**src/logic/spmm_pkg.sv**
```systemverilog
// SpMM shared definitions
package spmm_pkg;

  // ========================================
  // Element widths
  // ========================================
  localparam int DATA_WIDTH     = 8;
  localparam int NUM_FEATURE_IN = 16;
  localparam int COL_IDX_WIDTH  = 4;
  localparam int ROW_LEN_WIDTH  = 5;
  localparam int NUM_NODE_WIDTH = 8;
  localparam int WH_DATA_WIDTH  = 12;
  localparam int WH_ADDR_WIDTH  = 7;

  // Wide enough for 16 products of two 8-bit signed values
  localparam int ACC_WIDTH      = 20;

  // Saturation limits of one WH lane
  localparam int WH_MAX         = (1 << (WH_DATA_WIDTH - 1)) - 1;
  localparam int WH_MIN         = -(1 << (WH_DATA_WIDTH - 1));

  // ========================================
  // Input stream word
  // ========================================
  localparam int H_WORD_WIDTH    = ROW_LEN_WIDTH + NUM_NODE_WIDTH + 1;
  localparam int ENTRY_PAD_WIDTH = H_WORD_WIDTH - COL_IDX_WIDTH - DATA_WIDTH;

  // Kind bit on the port selects row_hdr or nz_entry
  typedef union packed {
    struct packed {
      logic [ROW_LEN_WIDTH-1:0]  row_len;
      logic [NUM_NODE_WIDTH-1:0] num_node;
      logic                      src_flag;
    } row_hdr;
    struct packed {
      logic [ENTRY_PAD_WIDTH-1:0] pad;
      logic [COL_IDX_WIDTH-1:0]   col_idx;
      logic [DATA_WIDTH-1:0]      val;
    } nz_entry;
  } h_word_t;

endpackage

```
**src/logic/mac_array.sv**
```systemverilog
// Per-lane multiply-accumulate array
module mac_array
  import spmm_pkg::*;
#(
  parameter int NUM_LANES = 4
) (
  input  logic                                    clk,
  input  logic                                    rst_n,
  input  logic                                    stall_i,
  input  logic                                    item_valid_i,
  input  logic                                    item_is_entry_i,
  input  logic signed [DATA_WIDTH-1:0]            item_val_i,
  input  logic                                    item_last_i,
  input  logic [NUM_NODE_WIDTH-1:0]               item_num_node_i,
  input  logic                                    item_src_flag_i,
  input  logic [NUM_LANES-1:0][DATA_WIDTH-1:0]    wgt_vec_i,
  output logic                                    res_valid_o,
  output logic [NUM_LANES-1:0][WH_DATA_WIDTH-1:0] res_data_o,
  output logic [NUM_NODE_WIDTH-1:0]               res_num_node_o,
  output logic                                    res_src_flag_o
);

  logic signed [ACC_WIDTH-1:0]           acc     [NUM_LANES];
  logic signed [ACC_WIDTH-1:0]           acc_sum [NUM_LANES];
  logic [NUM_LANES-1:0][WH_DATA_WIDTH-1:0] sat_res;
  logic                                  take;

  // Clamp a lane sum into the 12-bit WH range
  function automatic logic [WH_DATA_WIDTH-1:0] saturate(
    input logic signed [ACC_WIDTH-1:0] sum
  );
    logic [WH_DATA_WIDTH-1:0] res;
    if (sum > WH_MAX) begin
      res = WH_DATA_WIDTH'(WH_MAX);
    end else if (sum < WH_MIN) begin
      res = WH_DATA_WIDTH'(WH_MIN);
    end else begin
      res = sum[WH_DATA_WIDTH-1:0];
    end
    return res;
  endfunction

  assign take = item_valid_i && !stall_i;

  // ========================================
  // Lane datapath
  // ========================================
  for (genvar l = 0; l < NUM_LANES; l++) begin : g_lane
    logic signed [2*DATA_WIDTH-1:0] prod;

    assign prod       = item_val_i * $signed(wgt_vec_i[l]);
    // Zero-length header item passes the accumulator through
    assign acc_sum[l] = item_is_entry_i ? acc[l] + prod : acc[l];
    assign sat_res[l] = saturate(acc_sum[l]);
  end

  always_ff @(posedge clk or negedge rst_n) begin
    if (!rst_n) begin
      for (int l = 0; l < NUM_LANES; l++) begin
        acc[l] <= '0;
      end
    end else if (take) begin
      for (int l = 0; l < NUM_LANES; l++) begin
        acc[l] <= item_last_i ? '0 : acc_sum[l];
      end
    end
  end

  // ========================================
  // Result register
  // ========================================
  always_ff @(posedge clk or negedge rst_n) begin
    if (!rst_n) begin
      res_valid_o <= 1'b0;
    end else if (!stall_i) begin
      res_valid_o <= item_valid_i && item_last_i;
    end
  end

  always_ff @(posedge clk) begin
    if (take && item_last_i) begin
      res_data_o     <= sat_res;
      res_num_node_o <= item_num_node_i;
      res_src_flag_o <= item_src_flag_i;
    end
  end

endmodule

```
**src/logic/row_fetch.sv**
```systemverilog
// Sparse row fetch stage
module row_fetch
  import spmm_pkg::*;
#(
  parameter int IN_CREDITS = 8
) (
  input  logic                         clk,
  input  logic                         rst_n,
  input  logic                         in_valid_i,
  input  logic                         in_is_hdr_i,
  input  h_word_t                      in_word_i,
  input  logic                         stall_i,
  output logic                         in_credit_o,
  output logic                         item_valid_o,
  output logic                         item_is_entry_o,
  output logic [COL_IDX_WIDTH-1:0]     item_col_o,
  output logic signed [DATA_WIDTH-1:0] item_val_o,
  output logic                         item_last_o,
  output logic [NUM_NODE_WIDTH-1:0]    item_num_node_o,
  output logic                         item_src_flag_o
);
  localparam int PTR_W = (IN_CREDITS > 1) ? $clog2(IN_CREDITS) : 1;
  localparam int CNT_W = $clog2(IN_CREDITS + 1);

  h_word_t                   buf_word [IN_CREDITS];
  logic                      buf_hdr  [IN_CREDITS];
  logic [PTR_W-1:0]          wr_ptr;
  logic [PTR_W-1:0]          rd_ptr;
  logic [CNT_W-1:0]          fill_cnt;
  logic                      pop;
  h_word_t                   head_word;
  logic                      head_is_hdr;
  logic                      empty_row;
  logic [ROW_LEN_WIDTH-1:0]  remain;
  logic [NUM_NODE_WIDTH-1:0] cur_num_node;
  logic                      cur_src_flag;

  // ========================================
  // Credit buffer
  // ========================================
  // Sender never writes without a credit, so no full check here
  always_ff @(posedge clk) begin
    if (in_valid_i) begin
      buf_word[wr_ptr] <= in_word_i;
      buf_hdr[wr_ptr]  <= in_is_hdr_i;
    end
  end

  assign pop         = (fill_cnt != '0) && !stall_i;
  assign head_word   = buf_word[rd_ptr];
  assign head_is_hdr = buf_hdr[rd_ptr];

  always_ff @(posedge clk or negedge rst_n) begin
    if (!rst_n) begin
      wr_ptr      <= '0;
      rd_ptr      <= '0;
      fill_cnt    <= '0;
      in_credit_o <= 1'b0;
    end else begin
      if (in_valid_i) begin
        wr_ptr <= (wr_ptr == PTR_W'(IN_CREDITS - 1)) ? '0 : wr_ptr + 1'b1;
      end
      if (pop) begin
        rd_ptr <= (rd_ptr == PTR_W'(IN_CREDITS - 1)) ? '0 : rd_ptr + 1'b1;
      end
      fill_cnt    <= fill_cnt + CNT_W'(in_valid_i) - CNT_W'(pop);
      // One credit back per popped word
      in_credit_o <= pop;
    end
  end

  // ========================================
  // Row tracking
  // ========================================
  assign empty_row = head_is_hdr && (head_word.row_hdr.row_len == '0);

  always_ff @(posedge clk or negedge rst_n) begin
    if (!rst_n) begin
      remain <= '0;
    end else if (pop) begin
      if (head_is_hdr) begin
        remain <= head_word.row_hdr.row_len;
      end else if (remain != '0) begin
        remain <= remain - 1'b1;
      end
    end
  end

  // Node info of the row in progress
  always_ff @(posedge clk) begin
    if (pop && head_is_hdr) begin
      cur_num_node <= head_word.row_hdr.num_node;
      cur_src_flag <= head_word.row_hdr.src_flag;
    end
  end

  // Non-empty headers only load context and emit no item
  assign item_valid_o    = pop && (!head_is_hdr || empty_row);
  assign item_is_entry_o = !head_is_hdr;
  assign item_col_o      = head_word.nz_entry.col_idx;
  assign item_val_o      = head_word.nz_entry.val;
  assign item_last_o     = head_is_hdr || (remain == ROW_LEN_WIDTH'(1));
  assign item_num_node_o = head_is_hdr ? head_word.row_hdr.num_node : cur_num_node;
  assign item_src_flag_o = head_is_hdr ? head_word.row_hdr.src_flag : cur_src_flag;

endmodule

```
**src/logic/spmm_top.sv**
```systemverilog
// Sparse-by-dense feature transform
module spmm_top
  import spmm_pkg::*;
#(
  parameter int NUM_LANES   = 4,
  parameter int IN_CREDITS  = 8,
  parameter int OUT_CREDITS = 4,
  localparam int LANE_W     = (NUM_LANES > 1) ? $clog2(NUM_LANES) : 1
) (
  input  logic                                    clk,
  input  logic                                    rst_n,
  input  logic                                    in_valid_i,
  input  logic                                    in_is_hdr_i,
  input  h_word_t                                 in_word_i,
  output logic                                    in_credit_o,
  input  logic                                    wgt_we_i,
  input  logic [COL_IDX_WIDTH-1:0]                wgt_row_i,
  input  logic [LANE_W-1:0]                       wgt_lane_i,
  input  logic [DATA_WIDTH-1:0]                   wgt_data_i,
  input  logic                                    out_credit_i,
  output logic                                    wh_valid_o,
  output logic [NUM_LANES-1:0][WH_DATA_WIDTH-1:0] wh_data_o,
  output logic [NUM_NODE_WIDTH-1:0]               wh_num_node_o,
  output logic                                    wh_src_flag_o,
  output logic [WH_ADDR_WIDTH-1:0]                wh_addr_o
);

  logic                                    stall;

  // Fetch to lookup
  logic                                    fch_valid;
  logic                                    fch_is_entry;
  logic [COL_IDX_WIDTH-1:0]                fch_col;
  logic signed [DATA_WIDTH-1:0]            fch_val;
  logic                                    fch_last;
  logic [NUM_NODE_WIDTH-1:0]               fch_num_node;
  logic                                    fch_src_flag;

  // Lookup to MAC
  logic                                    lk_valid;
  logic                                    lk_is_entry;
  logic signed [DATA_WIDTH-1:0]            lk_val;
  logic                                    lk_last;
  logic [NUM_NODE_WIDTH-1:0]               lk_num_node;
  logic                                    lk_src_flag;
  logic [NUM_LANES-1:0][DATA_WIDTH-1:0]    lk_wgt_vec;

  // MAC to writer
  logic                                    res_valid;
  logic [NUM_LANES-1:0][WH_DATA_WIDTH-1:0] res_data;
  logic [NUM_NODE_WIDTH-1:0]               res_num_node;
  logic                                    res_src_flag;

  row_fetch #(
    .IN_CREDITS (IN_CREDITS)
  ) u_row_fetch (
    .clk             (clk),
    .rst_n           (rst_n),
    .in_valid_i      (in_valid_i),
    .in_is_hdr_i     (in_is_hdr_i),
    .in_word_i       (in_word_i),
    .stall_i         (stall),
    .in_credit_o     (in_credit_o),
    .item_valid_o    (fch_valid),
    .item_is_entry_o (fch_is_entry),
    .item_col_o      (fch_col),
    .item_val_o      (fch_val),
    .item_last_o     (fch_last),
    .item_num_node_o (fch_num_node),
    .item_src_flag_o (fch_src_flag)
  );

  weight_lookup #(
    .NUM_LANES (NUM_LANES)
  ) u_weight_lookup (
    .clk             (clk),
    .rst_n           (rst_n),
    .wgt_we_i        (wgt_we_i),
    .wgt_row_i       (wgt_row_i),
    .wgt_lane_i      (wgt_lane_i),
    .wgt_data_i      (wgt_data_i),
    .stall_i         (stall),
    .item_valid_i    (fch_valid),
    .item_is_entry_i (fch_is_entry),
    .item_col_i      (fch_col),
    .item_val_i      (fch_val),
    .item_last_i     (fch_last),
    .item_num_node_i (fch_num_node),
    .item_src_flag_i (fch_src_flag),
    .item_valid_o    (lk_valid),
    .item_is_entry_o (lk_is_entry),
    .item_val_o      (lk_val),
    .item_last_o     (lk_last),
    .item_num_node_o (lk_num_node),
    .item_src_flag_o (lk_src_flag),
    .wgt_vec_o       (lk_wgt_vec)
  );

  mac_array #(
    .NUM_LANES (NUM_LANES)
  ) u_mac_array (
    .clk             (clk),
    .rst_n           (rst_n),
    .stall_i         (stall),
    .item_valid_i    (lk_valid),
    .item_is_entry_i (lk_is_entry),
    .item_val_i      (lk_val),
    .item_last_i     (lk_last),
    .item_num_node_i (lk_num_node),
    .item_src_flag_i (lk_src_flag),
    .wgt_vec_i       (lk_wgt_vec),
    .res_valid_o     (res_valid),
    .res_data_o      (res_data),
    .res_num_node_o  (res_num_node),
    .res_src_flag_o  (res_src_flag)
  );

  wh_writer #(
    .NUM_LANES   (NUM_LANES),
    .OUT_CREDITS (OUT_CREDITS)
  ) u_wh_writer (
    .clk            (clk),
    .rst_n          (rst_n),
    .res_valid_i    (res_valid),
    .res_data_i     (res_data),
    .res_num_node_i (res_num_node),
    .res_src_flag_i (res_src_flag),
    .out_credit_i   (out_credit_i),
    .stall_o        (stall),
    .wh_valid_o     (wh_valid_o),
    .wh_data_o      (wh_data_o),
    .wh_num_node_o  (wh_num_node_o),
    .wh_src_flag_o  (wh_src_flag_o),
    .wh_addr_o      (wh_addr_o)
  );

endmodule

```
**src/logic/weight_lookup.sv**
```systemverilog
// Weight memory and lookup stage
module weight_lookup
  import spmm_pkg::*;
#(
  parameter int NUM_LANES = 4,
  localparam int LANE_W   = (NUM_LANES > 1) ? $clog2(NUM_LANES) : 1
) (
  input  logic                                 clk,
  input  logic                                 rst_n,
  input  logic                                 wgt_we_i,
  input  logic [COL_IDX_WIDTH-1:0]             wgt_row_i,
  input  logic [LANE_W-1:0]                    wgt_lane_i,
  input  logic [DATA_WIDTH-1:0]                wgt_data_i,
  input  logic                                 stall_i,
  input  logic                                 item_valid_i,
  input  logic                                 item_is_entry_i,
  input  logic [COL_IDX_WIDTH-1:0]             item_col_i,
  input  logic signed [DATA_WIDTH-1:0]         item_val_i,
  input  logic                                 item_last_i,
  input  logic [NUM_NODE_WIDTH-1:0]            item_num_node_i,
  input  logic                                 item_src_flag_i,
  output logic                                 item_valid_o,
  output logic                                 item_is_entry_o,
  output logic signed [DATA_WIDTH-1:0]         item_val_o,
  output logic                                 item_last_o,
  output logic [NUM_NODE_WIDTH-1:0]            item_num_node_o,
  output logic                                 item_src_flag_o,
  output logic [NUM_LANES-1:0][DATA_WIDTH-1:0] wgt_vec_o
);

  // One row per input feature, one lane slot per output feature
  logic [NUM_LANES-1:0][DATA_WIDTH-1:0] wgt_mem [NUM_FEATURE_IN];

  // ========================================
  // Load port
  // ========================================
  always_ff @(posedge clk) begin
    if (wgt_we_i) begin
      wgt_mem[wgt_row_i][wgt_lane_i] <= wgt_data_i;
    end
  end

  // ========================================
  // Lookup register
  // ========================================
  always_ff @(posedge clk or negedge rst_n) begin
    if (!rst_n) begin
      item_valid_o <= 1'b0;
    end else if (!stall_i) begin
      item_valid_o <= item_valid_i;
    end
  end

  // Whole weight row read at the entry column, for all lanes at once
  always_ff @(posedge clk) begin
    if (!stall_i) begin
      item_is_entry_o <= item_is_entry_i;
      item_val_o      <= item_val_i;
      item_last_o     <= item_last_i;
      item_num_node_o <= item_num_node_i;
      item_src_flag_o <= item_src_flag_i;
      wgt_vec_o       <= wgt_mem[item_col_i];
    end
  end

endmodule

```
**src/logic/wh_writer.sv**
```systemverilog
// WH result writer with output credits
module wh_writer
  import spmm_pkg::*;
#(
  parameter int NUM_LANES   = 4,
  parameter int OUT_CREDITS = 4
) (
  input  logic                                    clk,
  input  logic                                    rst_n,
  input  logic                                    res_valid_i,
  input  logic [NUM_LANES-1:0][WH_DATA_WIDTH-1:0] res_data_i,
  input  logic [NUM_NODE_WIDTH-1:0]               res_num_node_i,
  input  logic                                    res_src_flag_i,
  input  logic                                    out_credit_i,
  output logic                                    stall_o,
  output logic                                    wh_valid_o,
  output logic [NUM_LANES-1:0][WH_DATA_WIDTH-1:0] wh_data_o,
  output logic [NUM_NODE_WIDTH-1:0]               wh_num_node_o,
  output logic                                    wh_src_flag_o,
  output logic [WH_ADDR_WIDTH-1:0]                wh_addr_o
);
  localparam int CRD_W = $clog2(OUT_CREDITS + 1);

  logic [CRD_W-1:0] credit_cnt;
  logic             hold_valid;
  logic             emit;

  assign emit       = hold_valid && (credit_cnt != '0);
  assign stall_o    = hold_valid && (credit_cnt == '0);
  assign wh_valid_o = emit;

  // ========================================
  // Hold slot, credits and address
  // ========================================
  always_ff @(posedge clk or negedge rst_n) begin
    if (!rst_n) begin
      hold_valid <= 1'b0;
      credit_cnt <= '0;
      wh_addr_o  <= '0;
    end else begin
      // Slot frees on emit and may refill in the same cycle
      if (!stall_o) begin
        hold_valid <= res_valid_i;
      end
      case ({out_credit_i, emit})
        2'b10: begin
          if (credit_cnt != CRD_W'(OUT_CREDITS)) begin
            credit_cnt <= credit_cnt + 1'b1;
          end
        end
        2'b01:   credit_cnt <= credit_cnt - 1'b1;
        default: credit_cnt <= credit_cnt;
      endcase
      if (emit) begin
        wh_addr_o <= wh_addr_o + 1'b1;
      end
    end
  end

  always_ff @(posedge clk) begin
    if (!stall_o && res_valid_i) begin
      wh_data_o     <= res_data_i;
      wh_num_node_o <= res_num_node_i;
      wh_src_flag_o <= res_src_flag_i;
    end
  end

endmodule

```
**config.mk**
```make
export PLATFORM = sky130hd
export DESIGN_NAME = spmm_top
export DESIGN_NICKNAME = d
export VERILOG_FILES = /design/src/logic/spmm_pkg.sv /design/src/logic/mac_array.sv /design/src/logic/row_fetch.sv /design/src/logic/spmm_top.sv /design/src/logic/weight_lookup.sv /design/src/logic/wh_writer.sv
export SDC_FILE = /design/constraint.sdc
export NUM_CORES = 2
export LEC_CHECK = 0
export BUFFER_PORTS_ARGS = -buffer_cell sky130_fd_sc_hd__buf_2
export CELL_PAD_IN_SITES_DETAIL_PLACEMENT = 1
export CELL_PAD_IN_SITES_GLOBAL_PLACEMENT = 1
export CORE_MARGIN = 2
export CORE_UTILIZATION = 30
export CTS_CLUSTER_SIZE = 8
export DETAILED_ROUTE_END_ITERATION = 10
export PLACE_DENSITY_LB_ADDON = 0.1
export SYNTH_ARGS = -nofsm -noshare
export SYNTH_HDL_FRONTEND = slang
export SYNTH_SLANG_ARGS = --single-unit
```
**constraint.sdc**
```tcl
create_clock -name clk -period 6 [get_ports clk]
set_clock_uncertainty 0.2 [all_clocks]
set_input_delay 0.6 -clock clk [delete_from_list [all_inputs] [get_ports clk]]
set_output_delay 0.6 -clock clk [all_outputs]
set_load 0.01 [all_outputs]
```
==> qor.txt <==
DR pass1 iterations - 5
most area-consuming cells after synthesis - edfxtp_1 48%, fa_1 14%, dfrtp_1 5.4%, ha_1 4.9%, nand2_1 3.4%
# DRC - 0
starting density of the core - 30.2%
area leader, netlist - edfxtp_1
maxcap violations - 0
drt total wl - 145,000 µm
detailed placement HPWL - 97,200 µm
Bufs on Longest Clock Path - 3
Tmin final - 6130 ps
PortBufs - 99
Hold Fails Final Rpt - 0
Seq/Total Area, Yosys - 53.2%
Detailed Route Iter0 Violations - 1,515
DR vias - 32,000
asr flop ratio synth - 11.9%
Via-to-Cell Ratio - 4.77
cells after synthesis - 4,036
Synth Register Bits - 915
Worst Path Max Fanout - 6
Nets - 5,027
largest net degree at the start of global routing - 142
cts bufs inserted - 135
die area - 0.172 mm²
R2R setup slack - -130 ps
global-route wire length before repair - 223,000 µm
CP required - 6400 ps
Die H - 415 µm
fmax - 163 MHz
slew margin rel. - 31.2%
outcome - complete, but fails checks
antenna violations before repair - 17
post-synth top area share - 47.8%
core area - 0.167 mm²
routed wire length per instance - 21.6 µm
num ports - 100
Synth Cell Area - 0.0506 mm²
Die X - 415 µm
syn avg cell area - 12.5 µm²
Final WS setup - -128 ps
EDFF count, synth - 806
GRT Residual Overflow - 0
CTS Sinks - 915
arrival time at the worst endpoint - 6530 ps
Synth warnings - 0
Crit. End Element - flop
Final Wtd Congestion - 0.762
clock root buffer - clkbuf_16
Hold Crit Class - reg2reg
Clock Latency Late Sink - 790 ps
layout cells sized above 1 - 17.4%
fin crit share - 102%
ys flop type - edfxtp_1
failing checks - negative setup slack
worst-margin pin slew - 1030 ps
kind of critical path - reg2reg
vias in the first global route - 35,100
RSZ-0062 raised after global routing - true
antenna-violating nets left - 0
overall global routing resource usage - 17.0%
fill count - 17,800
row count - 150
max-slew violation count - 0
post-synth cell types - 77
Critical Path Start Type - flop
setup violators final - 44
Util after Layout - 36.4%
H-tree levels - 4
CTS tree - done
clk slew on worst S/H paths - 70 ps
Net Count, Synth - 4,621
area growth from synthesis to layout - 20.3%
[through the flow]
step | hold WS [ps] | TNS, ps | area [µm²] | instances | setup WS (ps)
2_1_floorplan | 104 | 0 | 50700 | 4036 | 3.59
3_3_place_gp | 200 | -12740 | 55800 | 6469 | -540
3_5_place_dp | 205 | -15930 | 55800 | 6469 | -584
4_1_cts | 184 | -4080 | 60500 | 6696 | -130
5_1_grt | 192 | -12860 | 60900 | 6709 | -338
6_report | 189 | -2590 | 60900 | 6710 | -128
[kinds of logic after synthesis]
logic type | Yosys count | synth area share (%)
AO/OA/AOI/OAI | 534 | 6.78
buffers and inverters | 610 | 4.61
XOR/XNOR | 72 | 1.25
flip-flops | 915 | 53.2
multiplexers | 199 | 4.75
adder cells (fa/ha/maj) | 551 | 18.9
AND/OR/NAND/NOR | 1155 | 10.6
[path summary, 6_finish.rpt]
kind / depth (start not counted) / startpoint / endpoint
max in group asynchronous: 3 / rst_n / u_mac_array.acc[7]$_DFFE_PN0P_
setup / recovery: 19 / u_weight_lookup.wgt_vec_o[8]$_DFFE_PN_ / u_mac_array.res_data_o[14]$_SDFFCE_PN1P_
setup reg to reg: 19 / u_weight_lookup.wgt_vec_o[8]$_DFFE_PN_ / u_mac_array.res_data_o[14]$_SDFFCE_PN1P_
min in group asynchronous: 2 / rst_n / u_row_fetch.fill_cnt[2]$_DFF_PN0_
hold reg to reg: 0 / u_mac_array.res_data_o[44]$_SDFFCE_PN1P_ / u_wh_writer.wh_data_o[44]$_DFFE_PP_
hold / removal: 0 / u_mac_array.res_data_o[44]$_SDFFCE_PN1P_ / u_wh_writer.wh_data_o[44]$_DFFE_PP_
[cell type report]
class / count / area [µm²] / share of cell area [%]
antenna: 2 / 5.00 / 0.00822
multi-input combinational: 2513 / 22200 / 36.4
tap: 2204 / 2760 / 4.53
clock buffer: 177 / 3560 / 5.84
sequential: 915 / 26900 / 44.2
clock inverter: 22 / 479 / 0.787
timing repair buffer: 446 / 3380 / 5.55
inverter: 431 / 1630 / 2.67
[cell usage in the layout (no fill, tap or decap), drive strengths merged, types with 10 or more instances in the layout]
master	count
a21oi	152
o21bai	10
o21ai	133
o21a	16
fa	354
a221oi	66
edfxtp	806
a21o	23
nor2	179
inv	430
nand3b	10
o211ai	10
mux2i	141
and3	16
dfrtp	109
nand2	461
a211oi	12
clkbuf	177
nand3	242
nor2b	31
nand2b	19
dlygate4sd3	18
mux4	30
clkinv	20
a31oi	15
ha	197
nor3	20
xor2	16
and2	136
xnor2	56
nand4	10
mux2	28
o22ai	30
a22o	11
buf	428
[Yosys cell counts, types with 5 or more instances]
master / count
o21a_1: 15
nor4_1: 5
o21ai_1: 11
dfrtp_1: 109
o21bai_1: 10
clkbuf_1: 137
mux2i_1: 141
nand4_1: 10
nand2_1: 461
nand3b_1: 10
ha_1: 197
o21ai_0: 122
or3_1: 6
fa_1: 354
o22ai_1: 30
nand2b_1: 19
inv_1: 425
a21oi_1: 151
buf_2: 24
buf_1: 15
o31ai_1: 7
nand3_1: 242
a21o_1: 22
nor2_1: 179
and2_1: 136
mux2_2: 28
edfxtp_1: 806
a31oi_1: 15
nor3_1: 20
nor2b_1: 31
xor2_1: 16
and3_1: 15
a221oi_1: 66
o211ai_1: 10
mux4_2: 30
a22o_1: 11
a211oi_1: 12
xnor2_1: 56
clkinv_1: 5
[routing by layer]
metal / routed length [µm] / GRT usage [%] / vias to the layer above
met1: 69300 / 23.8 / 16500
met5: 52 / 0 / -
met4: 2980 / 4.23 / 8
li1: - / - / 14900
met3: 4070 / 2.38 / 175
met2: 68800 / 27.8 / 388
[worst max-delay path: stages, from the launching register on]
cell and delay, ps:
edfxtp_1 450, and2_4 180, inv_1 40, fa_1 470, inv_1 50, fa_1 480
fa_1 590, fa_1 450, fa_1 540, ha_4 220, o211ai_1 170, a21oi_1 60
buf_4 150, o2111ai_4 230, a21o_1 150, a31oi_1 90, or4_1 560, or4_4 470
o21a_4 280, o21ai_1 140
[sequential cells by signal (all words and copies together) (netlist names), 3 cells and up]
signal                           count
u_weight_lookup.wgt_mem            512
u_wh_writer.credit_cnt               3
u_row_fetch.cur_num_node             8
u_weight_lookup.wgt_vec_o           32
u_row_fetch.buf_hdr                  8
u_weight_lookup.item_num_node_o      8
u_row_fetch.buf_word               112
u_row_fetch.wr_ptr                   3
u_mac_array.res_num_node_o           8
u_wh_writer.wh_num_node_o            8
u_row_fetch.remain                   5
u_mac_array.res_data_o              48
u_row_fetch.fill_cnt                 4
u_mac_array.acc                     80
u_wh_writer.wh_addr_o                7
u_weight_lookup.item_val_o           8
u_row_fetch.rd_ptr                   3
u_wh_writer.wh_data_o               48
[repair_timing]
item / CTS / global route
pin swaps: 14 / 24
endpoints found under the setup margin: 47 / 47
endpoints found under the hold margin: 187 / 0
resized for setup: 84 / 63
hold buffers: 18 / 0
buffers inserted: 8 / 11
gates cloned: 2 / 1
Power is not shown: default switching activity piles up to over one toggle a cycle in this logic, so the estimate is an artifact.
